### config.mk
export PLATFORM = sky130hd
export DESIGN_NAME = motor_ctrl_top
export DESIGN_NICKNAME = d
export VERILOG_FILES = /design/src/logic/motor_pkg.sv /design/src/logic/overcurrent_check.sv /design/src/logic/amp_enable_delay.sv /design/src/logic/motor_channel.sv /design/src/logic/motor_reg_slave.sv /design/src/logic/motor_ctrl_top.sv
export SDC_FILE = /design/constraint.sdc
export NUM_CORES = 1
export LEC_CHECK = 0
export BUFFER_PORTS_ARGS = -buffer_cell sky130_fd_sc_hd__clkbuf_2
export CAP_MARGIN = 0
export CORE_UTILIZATION = 35
export CTS_CLUSTER_DIAMETER = 200
export DETAILED_ROUTE_END_ITERATION = 10
export PLACE_DENSITY = 0.56
export SYNTH_ARGS = -nofsm -noshare
export SYNTH_HDL_FRONTEND = slang
export SYNTH_SLANG_ARGS = --single-unit
### constraint.sdc
create_clock -name clk -period 4.9 [get_ports clk]
set_clock_uncertainty 0.2 [all_clocks]
set_input_delay 0.49 -clock clk [delete_from_list [all_inputs] [get_ports clk]]
set_output_delay 0.49 -clock clk [all_outputs]
set_load 0.1 [all_outputs]
### src/logic/motor_pkg.sv
// motor_pkg: bus widths, channel addressing, register offsets, field positions, reset values
package motor_pkg;

    // wishbone bus
    localparam int WB_ADR_W = 8;
    localparam int WB_DAT_W = 32;

    // address split, upper nibble picks the channel
    localparam int CH_SEL_MSB = 7;
    localparam int CH_SEL_LSB = 4;

    // word offsets inside a channel window
    localparam logic [3:0] OFF_DAC_CTRL     = 4'd0;
    localparam logic [3:0] OFF_MOTOR_CONFIG = 4'd1;
    localparam logic [3:0] OFF_MOTOR_SAFETY = 4'd2;
    localparam logic [3:0] OFF_MOTOR_STATUS = 4'd3; // read only

    // dac control word
    localparam int DAC_VALID_BIT   = 31; // setpoint and mode taken only if set
    localparam int DAC_EN_MASK_BIT = 29; // enable field valid
    localparam int DAC_EN_BIT      = 28; // requested amp enable
    localparam int DAC_MODE_LSB    = 24; // mode field sits at 27:24
    localparam int CMD_W           = 16; // setpoint width, bits 15:0

    // control modes
    localparam int MODE_W = 4;
    localparam logic [MODE_W-1:0] MODE_CURRENT = 4'd0; // always allowed
    localparam logic [MODE_W-1:0] MODE_VOLTAGE = 4'd1; // needs the io expander

    // config word, upper byte is read only
    localparam int CFG_WR_W           = 24;
    localparam int CFG_SAFETY_OFF_BIT = 17; // disable_safety
    localparam int CFG_FORCE_F_BIT    = 16; // force_disable_f
    localparam int DELAY_W            = 8;  // delay in ticks, bits 7:0

    // reset values
    localparam logic [CFG_WR_W-1:0] CONFIG_RST = 24'd120;
    localparam logic [WB_DAT_W-1:0] SAFETY_RST = 32'h0000_8418;
    localparam logic [CMD_W-1:0]    CMD_RST    = 16'h8000; // mid-scale zero

endpackage

### src/logic/overcurrent_check.sv
// overcurrent_check: absolute current error, persistence counter, latched trip
`timescale 1ns/1ps

module overcurrent_check
    import motor_pkg::*;
#(
    parameter int TRIP_CYCLES = 8
) (
    input  logic              clk,
    input  logic              arst_n,
    input  logic [CMD_W-1:0]  cur_fb,         // measured, offset binary
    input  logic [CMD_W-1:0]  cur_cmd,        // commanded, offset binary
    input  logic [CMD_W-1:0]  cur_lim,        // allowed error
    input  logic [MODE_W-1:0] ctrl_mode,
    input  logic              enable_check,
    input  logic              clear_disable,  // pulse from an enable request
    output logic              safety_disable
);

    localparam int CNT_W = $clog2(TRIP_CYCLES + 1);

    logic [CMD_W-1:0] abs_err;
    logic             check_on;
    logic             over_lim;
    logic [CNT_W-1:0] trip_cnt; // consecutive cycles over the limit

    // offsets cancel in the difference, so plain unsigned math is enough
    assign abs_err = (cur_fb >= cur_cmd) ? (cur_fb - cur_cmd) : (cur_cmd - cur_fb);

    // only meaningful while regulating current
    assign check_on = enable_check && (ctrl_mode == MODE_CURRENT);
    assign over_lim = check_on && (abs_err > cur_lim);

    always_ff @(posedge clk or negedge arst_n) begin
        if (!arst_n) begin
            trip_cnt       <= '0;
            safety_disable <= 1'b0;
        end else if (clear_disable) begin
            trip_cnt       <= '0;
            safety_disable <= 1'b0;
        end else begin
            if (!over_lim) begin
                trip_cnt <= '0;                   // one good cycle restarts the count
            end else if (trip_cnt != CNT_W'(TRIP_CYCLES)) begin
                trip_cnt <= trip_cnt + 1'b1;      // saturates at the trip level
            end
            if (trip_cnt == CNT_W'(TRIP_CYCLES)) begin
                safety_disable <= 1'b1;           // latched until cleared
            end
        end
    end

endmodule

### src/logic/amp_enable_delay.sv
// amp_enable_delay: tick prescaler and enable delay counter for the amp disable pin
`timescale 1ns/1ps

module amp_enable_delay
    import motor_pkg::*;
#(
    parameter int TICK_DIV = 4
) (
    input  logic               clk,
    input  logic               arst_n,
    input  logic               amp_disable,     // 1 keeps the amp off
    input  logic [DELAY_W-1:0] delay,           // in ticks
    input  logic               bypass,          // no follower op amp to wait for
    output logic               amp_disable_pin
);

    localparam int PRE_W = (TICK_DIV > 1) ? $clog2(TICK_DIV) : 1;

    logic [PRE_W-1:0]   pre_cnt;
    logic               tick;
    logic [DELAY_W-1:0] en_cnt;

    assign tick = (pre_cnt == PRE_W'(TICK_DIV - 1));

    // free running prescaler
    always_ff @(posedge clk or negedge arst_n) begin
        if (!arst_n) begin
            pre_cnt <= '0;
        end else if (tick) begin
            pre_cnt <= '0;
        end else begin
            pre_cnt <= pre_cnt + 1'b1;
        end
    end

    // counts ticks after the disable is released
    always_ff @(posedge clk or negedge arst_n) begin
        if (!arst_n) begin
            en_cnt <= '0;
        end else if (amp_disable) begin
            en_cnt <= '0;
        end else if (tick && (en_cnt < delay)) begin
            en_cnt <= en_cnt + 1'b1;
        end
    end

    // disabling passes straight through, enabling waits for the count
    assign amp_disable_pin = (bypass || (en_cnt >= delay)) ? amp_disable : 1'b1;

endmodule

### src/logic/motor_channel.sv
// motor_channel: setpoint, mode, enable logic, config and limit registers, status word
`timescale 1ns/1ps

module motor_channel
    import motor_pkg::*;
#(
    parameter int TICK_DIV    = 4,
    parameter int TRIP_CYCLES = 8
) (
    input  logic                clk,
    input  logic                arst_n,

    // register port
    input  logic                wen,       // write strobe for this channel
    input  logic [3:0]          reg_off,
    input  logic [WB_DAT_W-1:0] reg_wdata,
    output logic [WB_DAT_W-1:0] status,
    output logic [WB_DAT_W-1:0] cfg,
    output logic [WB_DAT_W-1:0] safety,

    // board state
    input  logic                ioexp_present,
    input  logic                pwr_enable,
    input  logic                wdog_timeout,
    input  logic                amp_fault,     // active low
    input  logic [CMD_W-1:0]    cur_fb,        // measured current

    // amplifier side
    output logic                amp_disable_pin,
    output logic                amp_disable_f,   // follower op amp disable
    output logic                cur_ctrl,        // 1 current, 0 voltage
    output logic [CMD_W-1:0]    cur_cmd
);

    logic                dac_wen;
    logic                cfg_wen;
    logic                safe_wen;
    logic [MODE_W-1:0]   wr_mode;     // mode field of the write
    logic                mode_ok;
    logic                en_req;      // dac write asking for enable
    logic                safety_disable;
    logic                safety_cond;
    logic                reg_disable;
    logic [MODE_W-1:0]   ctrl_mode;
    logic [CFG_WR_W-1:0] config_reg;
    logic [WB_DAT_W-1:0] safety_reg;
    logic                amp_fault_fb;

    // offset decode, channel already picked by the slave
    assign dac_wen  = wen && (reg_off == OFF_DAC_CTRL);
    assign cfg_wen  = wen && (reg_off == OFF_MOTOR_CONFIG);
    assign safe_wen = wen && (reg_off == OFF_MOTOR_SAFETY);

    assign wr_mode = reg_wdata[DAC_MODE_LSB +: MODE_W];
    // voltage control only with the io expander fitted
    assign mode_ok = (wr_mode == MODE_CURRENT) ||
                     (ioexp_present && (wr_mode == MODE_VOLTAGE));

    assign en_req      = dac_wen & reg_wdata[DAC_EN_MASK_BIT] & reg_wdata[DAC_EN_BIT];
    assign safety_cond = wdog_timeout | safety_disable;

    // setpoint and mode
    always_ff @(posedge clk or negedge arst_n) begin
        if (!arst_n) begin
            cur_cmd   <= CMD_RST;
            ctrl_mode <= MODE_CURRENT;
        end else if (dac_wen && reg_wdata[DAC_VALID_BIT] && mode_ok) begin
            cur_cmd   <= reg_wdata[CMD_W-1:0];
            ctrl_mode <= wr_mode;
        end
    end

    // amp disable, kept inverted like the enable request
    always_ff @(posedge clk or negedge arst_n) begin
        if (!arst_n) begin
            reg_disable <= 1'b1;
        end else if (dac_wen) begin
            reg_disable <= ~pwr_enable | safety_cond |
                           (reg_wdata[DAC_EN_MASK_BIT] ? ~reg_wdata[DAC_EN_BIT] : reg_disable);
        end else begin
            reg_disable <= reg_disable | safety_cond; // watchdog or trip forces off
        end
    end

    // config and current limit
    always_ff @(posedge clk or negedge arst_n) begin
        if (!arst_n) begin
            config_reg <= CONFIG_RST;
            safety_reg <= SAFETY_RST;
        end else begin
            if (cfg_wen)  config_reg <= reg_wdata[CFG_WR_W-1:0];
            if (safe_wen) safety_reg <= reg_wdata;
        end
    end

    assign cur_ctrl      = ~(ioexp_present && (ctrl_mode == MODE_VOLTAGE));
    assign amp_disable_f = ~config_reg[CFG_FORCE_F_BIT] & reg_disable;
    assign amp_fault_fb  = ~(reg_disable | amp_fault); // enabled but amp reports fault

    // readback words
    assign cfg    = {6'd0, ioexp_present, 1'b1, config_reg}; // bit 24 current ctrl available
    assign safety = safety_reg;
    assign status = {1'b0,            // 31
                     1'b0,            // 30 no dqla error path
                     amp_fault,       // 29
                     ~reg_disable,    // 28 enabled
                     ctrl_mode,       // 27:24
                     3'd0,
                     cur_ctrl,        // 20
                     2'd0,
                     safety_disable,  // 17
                     amp_fault_fb,    // 16
                     cur_cmd};        // 15:0

    overcurrent_check #(
        .TRIP_CYCLES (TRIP_CYCLES)
    ) overcurrent_check_i (
        .clk            (clk),
        .arst_n         (arst_n),
        .cur_fb         (cur_fb),
        .cur_cmd        (cur_cmd),
        .cur_lim        (safety_reg[CMD_W-1:0]),
        .ctrl_mode      (ctrl_mode),
        .enable_check   (~config_reg[CFG_SAFETY_OFF_BIT]),
        .clear_disable  (en_req),
        .safety_disable (safety_disable)
    );

    amp_enable_delay #(
        .TICK_DIV (TICK_DIV)
    ) amp_enable_delay_i (
        .clk             (clk),
        .arst_n          (arst_n),
        .amp_disable     (reg_disable),
        .delay           (config_reg[DELAY_W-1:0]),
        .bypass          (~ioexp_present),
        .amp_disable_pin (amp_disable_pin)
    );

endmodule

### src/logic/motor_reg_slave.sv
// motor_reg_slave: wishbone classic slave, channel decode, write strobes, read data mux
`timescale 1ns/1ps

module motor_reg_slave
    import motor_pkg::*;
#(
    parameter int NUM_CHANNELS = 4
) (
    input  logic                             clk,
    input  logic                             arst_n,

    // wishbone classic
    input  logic                             wb_cyc,
    input  logic                             wb_stb,
    input  logic                             wb_we,
    input  logic [WB_ADR_W-1:0]              wb_adr,
    input  logic [WB_DAT_W-1:0]              wb_dat_w,
    output logic [WB_DAT_W-1:0]              wb_dat_r,
    output logic                             wb_ack,

    // towards the channels
    output logic [NUM_CHANNELS-1:0]          ch_wen,    // one strobe per channel
    output logic [3:0]                       reg_off,   // shared offset
    output logic [WB_DAT_W-1:0]              reg_wdata, // shared write data
    input  logic [NUM_CHANNELS*WB_DAT_W-1:0] ch_status,
    input  logic [NUM_CHANNELS*WB_DAT_W-1:0] ch_config,
    input  logic [NUM_CHANNELS*WB_DAT_W-1:0] ch_safety
);

    localparam int CH_W = CH_SEL_MSB - CH_SEL_LSB + 1;

    logic [CH_W-1:0]     ch_sel;  // addressed channel
    logic [3:0]          off;     // offset inside the window
    logic                req;     // new access, not yet acked
    logic [WB_DAT_W-1:0] rd_word; // selected read word

    assign ch_sel   = wb_adr[CH_SEL_MSB:CH_SEL_LSB];
    assign off      = wb_adr[CH_SEL_LSB-1:0];
    assign req      = wb_cyc & wb_stb & ~wb_ack; // drops while ack is high

    assign reg_off   = off;
    assign reg_wdata = wb_dat_w;

    // write strobe lands on the same edge that raises ack
    for (genvar i = 0; i < NUM_CHANNELS; i++) begin : g_wen
        assign ch_wen[i] = req & wb_we & (ch_sel == CH_W'(i)); // out of range gets no strobe
    end

    // read word from the addressed channel
    always_comb begin
        rd_word = '0; // unmapped reads give 0
        for (int i = 0; i < NUM_CHANNELS; i++) begin
            if (ch_sel == CH_W'(i)) begin
                case (off)
                    OFF_MOTOR_STATUS: rd_word = ch_status[i*WB_DAT_W +: WB_DAT_W];
                    OFF_MOTOR_CONFIG: rd_word = ch_config[i*WB_DAT_W +: WB_DAT_W];
                    OFF_MOTOR_SAFETY: rd_word = ch_safety[i*WB_DAT_W +: WB_DAT_W];
                    default:          rd_word = '0;
                endcase
            end
        end
    end

    // one cycle ack with the read data registered next to it
    always_ff @(posedge clk or negedge arst_n) begin
        if (!arst_n) begin
            wb_ack   <= 1'b0;
            wb_dat_r <= '0;
        end else begin
            wb_ack <= req;
            if (req) begin
                wb_dat_r <= wb_we ? '0 : rd_word; // sampled before the ack edge
            end
        end
    end

endmodule

### src/logic/motor_ctrl_top.sv
// motor_ctrl_top: register slave and the array of motor channels
`timescale 1ns/1ps

module motor_ctrl_top
    import motor_pkg::*;
#(
    parameter int NUM_CHANNELS = 4,  // 1 to 16
    parameter int TICK_DIV     = 4,  // clk cycles per delay tick
    parameter int TRIP_CYCLES  = 8   // overcurrent persistence
) (
    input  logic                          clk,
    input  logic                          arst_n,

    // host bus
    input  logic                          wb_cyc,
    input  logic                          wb_stb,
    input  logic                          wb_we,
    input  logic [WB_ADR_W-1:0]           wb_adr,
    input  logic [WB_DAT_W-1:0]           wb_dat_w,
    output logic [WB_DAT_W-1:0]           wb_dat_r,
    output logic                          wb_ack,

    // board inputs
    input  logic                          ioexp_present,
    input  logic                          pwr_enable,
    input  logic                          wdog_timeout,
    input  logic [NUM_CHANNELS-1:0]       amp_fault,
    input  logic [NUM_CHANNELS*CMD_W-1:0] cur_fb,

    // amplifier outputs
    output logic [NUM_CHANNELS-1:0]       amp_disable_pin,
    output logic [NUM_CHANNELS-1:0]       amp_disable_f,
    output logic [NUM_CHANNELS-1:0]       cur_ctrl,
    output logic [NUM_CHANNELS*CMD_W-1:0] cur_cmd
);

    logic [NUM_CHANNELS-1:0]          ch_wen;
    logic [3:0]                       reg_off;
    logic [WB_DAT_W-1:0]              reg_wdata;
    logic [NUM_CHANNELS*WB_DAT_W-1:0] ch_status;
    logic [NUM_CHANNELS*WB_DAT_W-1:0] ch_config;
    logic [NUM_CHANNELS*WB_DAT_W-1:0] ch_safety;

    motor_reg_slave #(
        .NUM_CHANNELS (NUM_CHANNELS)
    ) motor_reg_slave_i (
        .clk       (clk),
        .arst_n    (arst_n),
        .wb_cyc    (wb_cyc),
        .wb_stb    (wb_stb),
        .wb_we     (wb_we),
        .wb_adr    (wb_adr),
        .wb_dat_w  (wb_dat_w),
        .wb_dat_r  (wb_dat_r),
        .wb_ack    (wb_ack),
        .ch_wen    (ch_wen),
        .reg_off   (reg_off),
        .reg_wdata (reg_wdata),
        .ch_status (ch_status),
        .ch_config (ch_config),
        .ch_safety (ch_safety)
    );

    // one channel per amplifier, all on the shared write bus
    for (genvar i = 0; i < NUM_CHANNELS; i++) begin : g_ch
        motor_channel #(
            .TICK_DIV    (TICK_DIV),
            .TRIP_CYCLES (TRIP_CYCLES)
        ) motor_channel_i (
            .clk             (clk),
            .arst_n          (arst_n),
            .wen             (ch_wen[i]),
            .reg_off         (reg_off),
            .reg_wdata       (reg_wdata),
            .status          (ch_status[i*WB_DAT_W +: WB_DAT_W]),
            .cfg             (ch_config[i*WB_DAT_W +: WB_DAT_W]),
            .safety          (ch_safety[i*WB_DAT_W +: WB_DAT_W]),
            .ioexp_present   (ioexp_present),
            .pwr_enable      (pwr_enable),
            .wdog_timeout    (wdog_timeout),
            .amp_fault       (amp_fault[i]),
            .cur_fb          (cur_fb[i*CMD_W +: CMD_W]),
            .amp_disable_pin (amp_disable_pin[i]),
            .amp_disable_f   (amp_disable_f[i]),
            .cur_ctrl        (cur_ctrl[i]),
            .cur_cmd         (cur_cmd[i*CMD_W +: CMD_W])
        );
    end

endmodule

==> results.py <==
metrics = {
    "outcome": {
        "outcome": "finished clean",
    },
    "floorplan": {
        "start_util_pct": 35.4,
        "die_y_um": 279,
        "die_w_um": 279,
        "ios": 225,
        "core_um2": 75800,
        "die_area_um2": 77700,
        "num_rows": 101,
    },
    "placed_design": {
        "place_ws_ns": 0.130,
        "placed_cell_area_um2": 28300,
        "gp_congestion": 0.898,
        "place_hpwl_um": 61600,
        "numPortBuffers": 224,
    },
    "clocking": {
        "cts_tree": "yes",
        "worstSkewPairLatency_ns": 0.60,
        "clockRootBuffer": "clkbuf_16",
        "cts.path.max_buffers": 3,
        "cts-resized-gates": 0,
        "clk_pin_slew_ns": 0.06,
        "cts.sinks": 401,
        "h-tree-depth": 2,
        "numCtsBuffers": 46,
    },
    "synth": {
        "synth_cells": 2946,
        "syn-cell-area_um2": 26800,
        "synthFlopType": "dfrtp_1",
        "syn_nets": 3306,
        "synth_warnings": 0,
        "synth_area_per_cell_um2": 9.10,
        "yosysTopAreaCellShare_pct": 33.7,
        "synth-edff-count": 0,
        "synth_seq_cells": 401,
        "synthArstFlopShare_pct": 100,
        "ys_seq_area_share_pct": 37.6,
        "synthTopCellsByArea": "dfrtp_1 (34%), ha_1 (11%), mux2_2 (6.4%)",
        "ys_types": 84,
        "yosys.area.top_type": "dfrtp_1",
    },
    "sta": {
        "maxSlewHeadroom_pct": 35.6,
        "setup_tns_ns": 0,
        "rsz0062_at_grt": "false",
        "tightestPinTransition_ns": 0.967,
        "setup_ws_ns": 0.380,
        "fmax_ghz": 0.221,
        "min_period_ns": 4.52,
        "setup_violations": 0,
        "period_share_pct": 92.3,
        "drv_slew": 0,
        "hold_viol_final": 0,
    },
    "route": {
        "drc": 0,
        "postRouteAntennaNets": 0,
        "vias": 21700,
        "dr.first_iter.drc_count": 1589,
        "drt-vias-per-instance": 5.36,
        "wire_per_inst_um": 21.0,
        "wl_um": 84900,
        "first_pass_iters": 5,
    },
    "job": {
        "cap_viol_max_count": 0,
    },
    "worst_hold_path": {
        "worstHoldStart": "wb_cyc",
        "min_delay_path_depth": 3,
        "hold_path.class": "input pin to flop",
        "hold_end": "motor_reg_slave_i.wb_ack$_DFF_PN0_",
    },
    "global_routing": {
        "overflow": 0,
        "grt_pass1_vias": 21600,
        "grt_pass1_wl_um": 131000,
        "grtUsageTotal_pct": 21.8,
        "antenna_found_initial": 5,
        "grt_max_degree": 129,
    },
    "critical_path": {
        "reg2reg_depth": 18,
        "reg2reg_slack_ns": 0.38,
        "cp-start-kind": "flop",
        "crit_path_end_kind": "flop",
        "critical_path.max_fanout": 7,
        "r2r-start": "g_ch[0].motor_channel_i.cur_cmd[1]$_DFFE_PN0P_",
        "crit_type": "flop to flop",
        "crit_arrival_ns": 4.80,
        "cp.required_ns": 5.18,
    },
    "final_layout": {
        "fin_nets": 3396,
        "stdcell_area_um2": 30000,
        "drive_gt1_share_pct": 18.8,
        "final_core_util_pct": 39.5,
        "largest_register_ffs": 128,
        "syn_to_final_growth_pct": 11.7,
        "insertedDiodeCount": 0,
    },
    "power": {
        "powerDensity_nw_per_um2": 260,
        "power.leakage_nw": 15.0,
        "ir_drop_v": 0.000223,
    },
}
[critical path, stage by stage, from the launching register on]
cell     delay [ns]
dfrtp_1        0.50
inv_1          0.14
fa_1           0.46
a21o_1         0.19
a31o_1         0.24
o22a_1         0.22
o21a_1         0.24
o21ai_4        0.19
buf_4          0.21
mux2i_1        0.23
xnor2_1        0.09
ha_1           0.32
nand4_1        0.09
or2_2          0.33
nor4_1         0.36
nor3_1         0.08
o31ai_1        0.09
buf_4          0.17
a21oi_1        0.04
[kinds of logic after synthesis]
kind of cell | share of synthesized area [%]
AND/OR/NAND/NOR | 11.7
adder cells (fa/ha/maj) | 11.6
flip-flops | 37.6
buffers and inverters | 8.30
multiplexers | 8.68
AO/OA/AOI/OAI | 19.2
XOR/XNOR | 2.94
[area by class of cell]
cell class | instances | area (um2)
clock inverter | 10 | 144
clock buffer | 74 | 1370
tap | 978 | 1220
multi-input combinational | 2057 | 14600
inverter | 248 | 931
fill | 7587 | 45900
sequential | 401 | 10100
timing repair buffer | 282 | 1640
[metrics by stage]
stage,hold WS [ns],power (mW),std cells
floorplan,-0.00559,3.94,2946
global placement,0.214,4.31,3953
detailed placement,0.219,4.31,3953
CTS,0.0107,7.86,4045
global route,0.0326,8.09,4050
finish,0.0433,7.78,4050
[worst max-delay path by stage]
stage | start | to | slack [ns] | cells past startpoint
global placement | cur_fb[21] | flop | 0.19 | 18
floorplan | cur_fb[0] | flop | 0.56 | 19
CTS | g_ch[1].motor_channel_i.cur_cmd[5]$_DFFE_PN0P_ | flop | 0.31 | 16
detailed placement | cur_fb[21] | flop | 0.13 | 18
global route | g_ch[0].motor_channel_i.cur_cmd[0]$_DFFE_PN0P_ | flop | 0.07 | 19
finish | g_ch[0].motor_channel_i.cur_cmd[1]$_DFFE_PN0P_ | flop | 0.38 | 18
[where the power goes]
group	total (mW)	internal, mW	switching, mW
Sequential	3.37	3.35	0.0170
Combinational	0.896	0.297	0.599
Clock	3.52	2.03	1.49
[layer usage]
layer  GRT usage, %  share of wire, %  vias up
met2           35.5                46      569
li1               -                 -    10400
met1           28.8                44    10600
met3           3.75               5.5      180
met4           8.54               4.2       10
met5              0             0.068        -
[cell usage after synthesis (5+ instances only)]
cell and instances:
a211oi_1 25, a21boi_0 6, a21o_1 71, a21oi_1 142
a221o_1 5, a221oi_1 24, a22oi_1 85, a31o_2 5
a31oi_1 9, a32o_1 5, and2_1 17, and3_1 13
buf_1 10, buf_2 43, buf_4 78, clkbuf_1 104
dfrtp_1 361, dfstp_2 40, fa_1 8, ha_1 236
inv_1 248, mux2_2 153, mux2i_1 56, nand2_1 345
nand2b_1 21, nand3_1 42, nand4_1 39, nor2_1 116
nor2b_1 39, nor3_1 22, nor4_1 6, o211ai_1 6
o21a_1 26, o21ai_0 303, o21bai_1 19, o22a_1 5
o22ai_1 39, o31ai_1 7, or2_2 6, xnor2_1 42
xor2_1 48
[cells in the final DEF, fill, tap and decap left out, drive strengths merged, types with 43 or more instances in the layout]
| cell | count |
|---|---|
| buf | 52 |
| mux2i | 56 |
| a22oi | 85 |
| mux2 | 153 |
| ha | 236 |
| a21oi | 142 |
| o21ai | 305 |
| nand3 | 43 |
| inv | 250 |
| a21o | 74 |
| xor2 | 48 |
| dfrtp | 361 |
| clkbuf | 296 |
| nand2 | 345 |
| nor2 | 120 |
[what timing repair did]
item,CTS,global route
hold buffers,8,0
endpoints found under the hold margin,120,0
setup buffers,0,5
endpoints found under the setup margin,0,4
(Power assumes the default switching activity.)
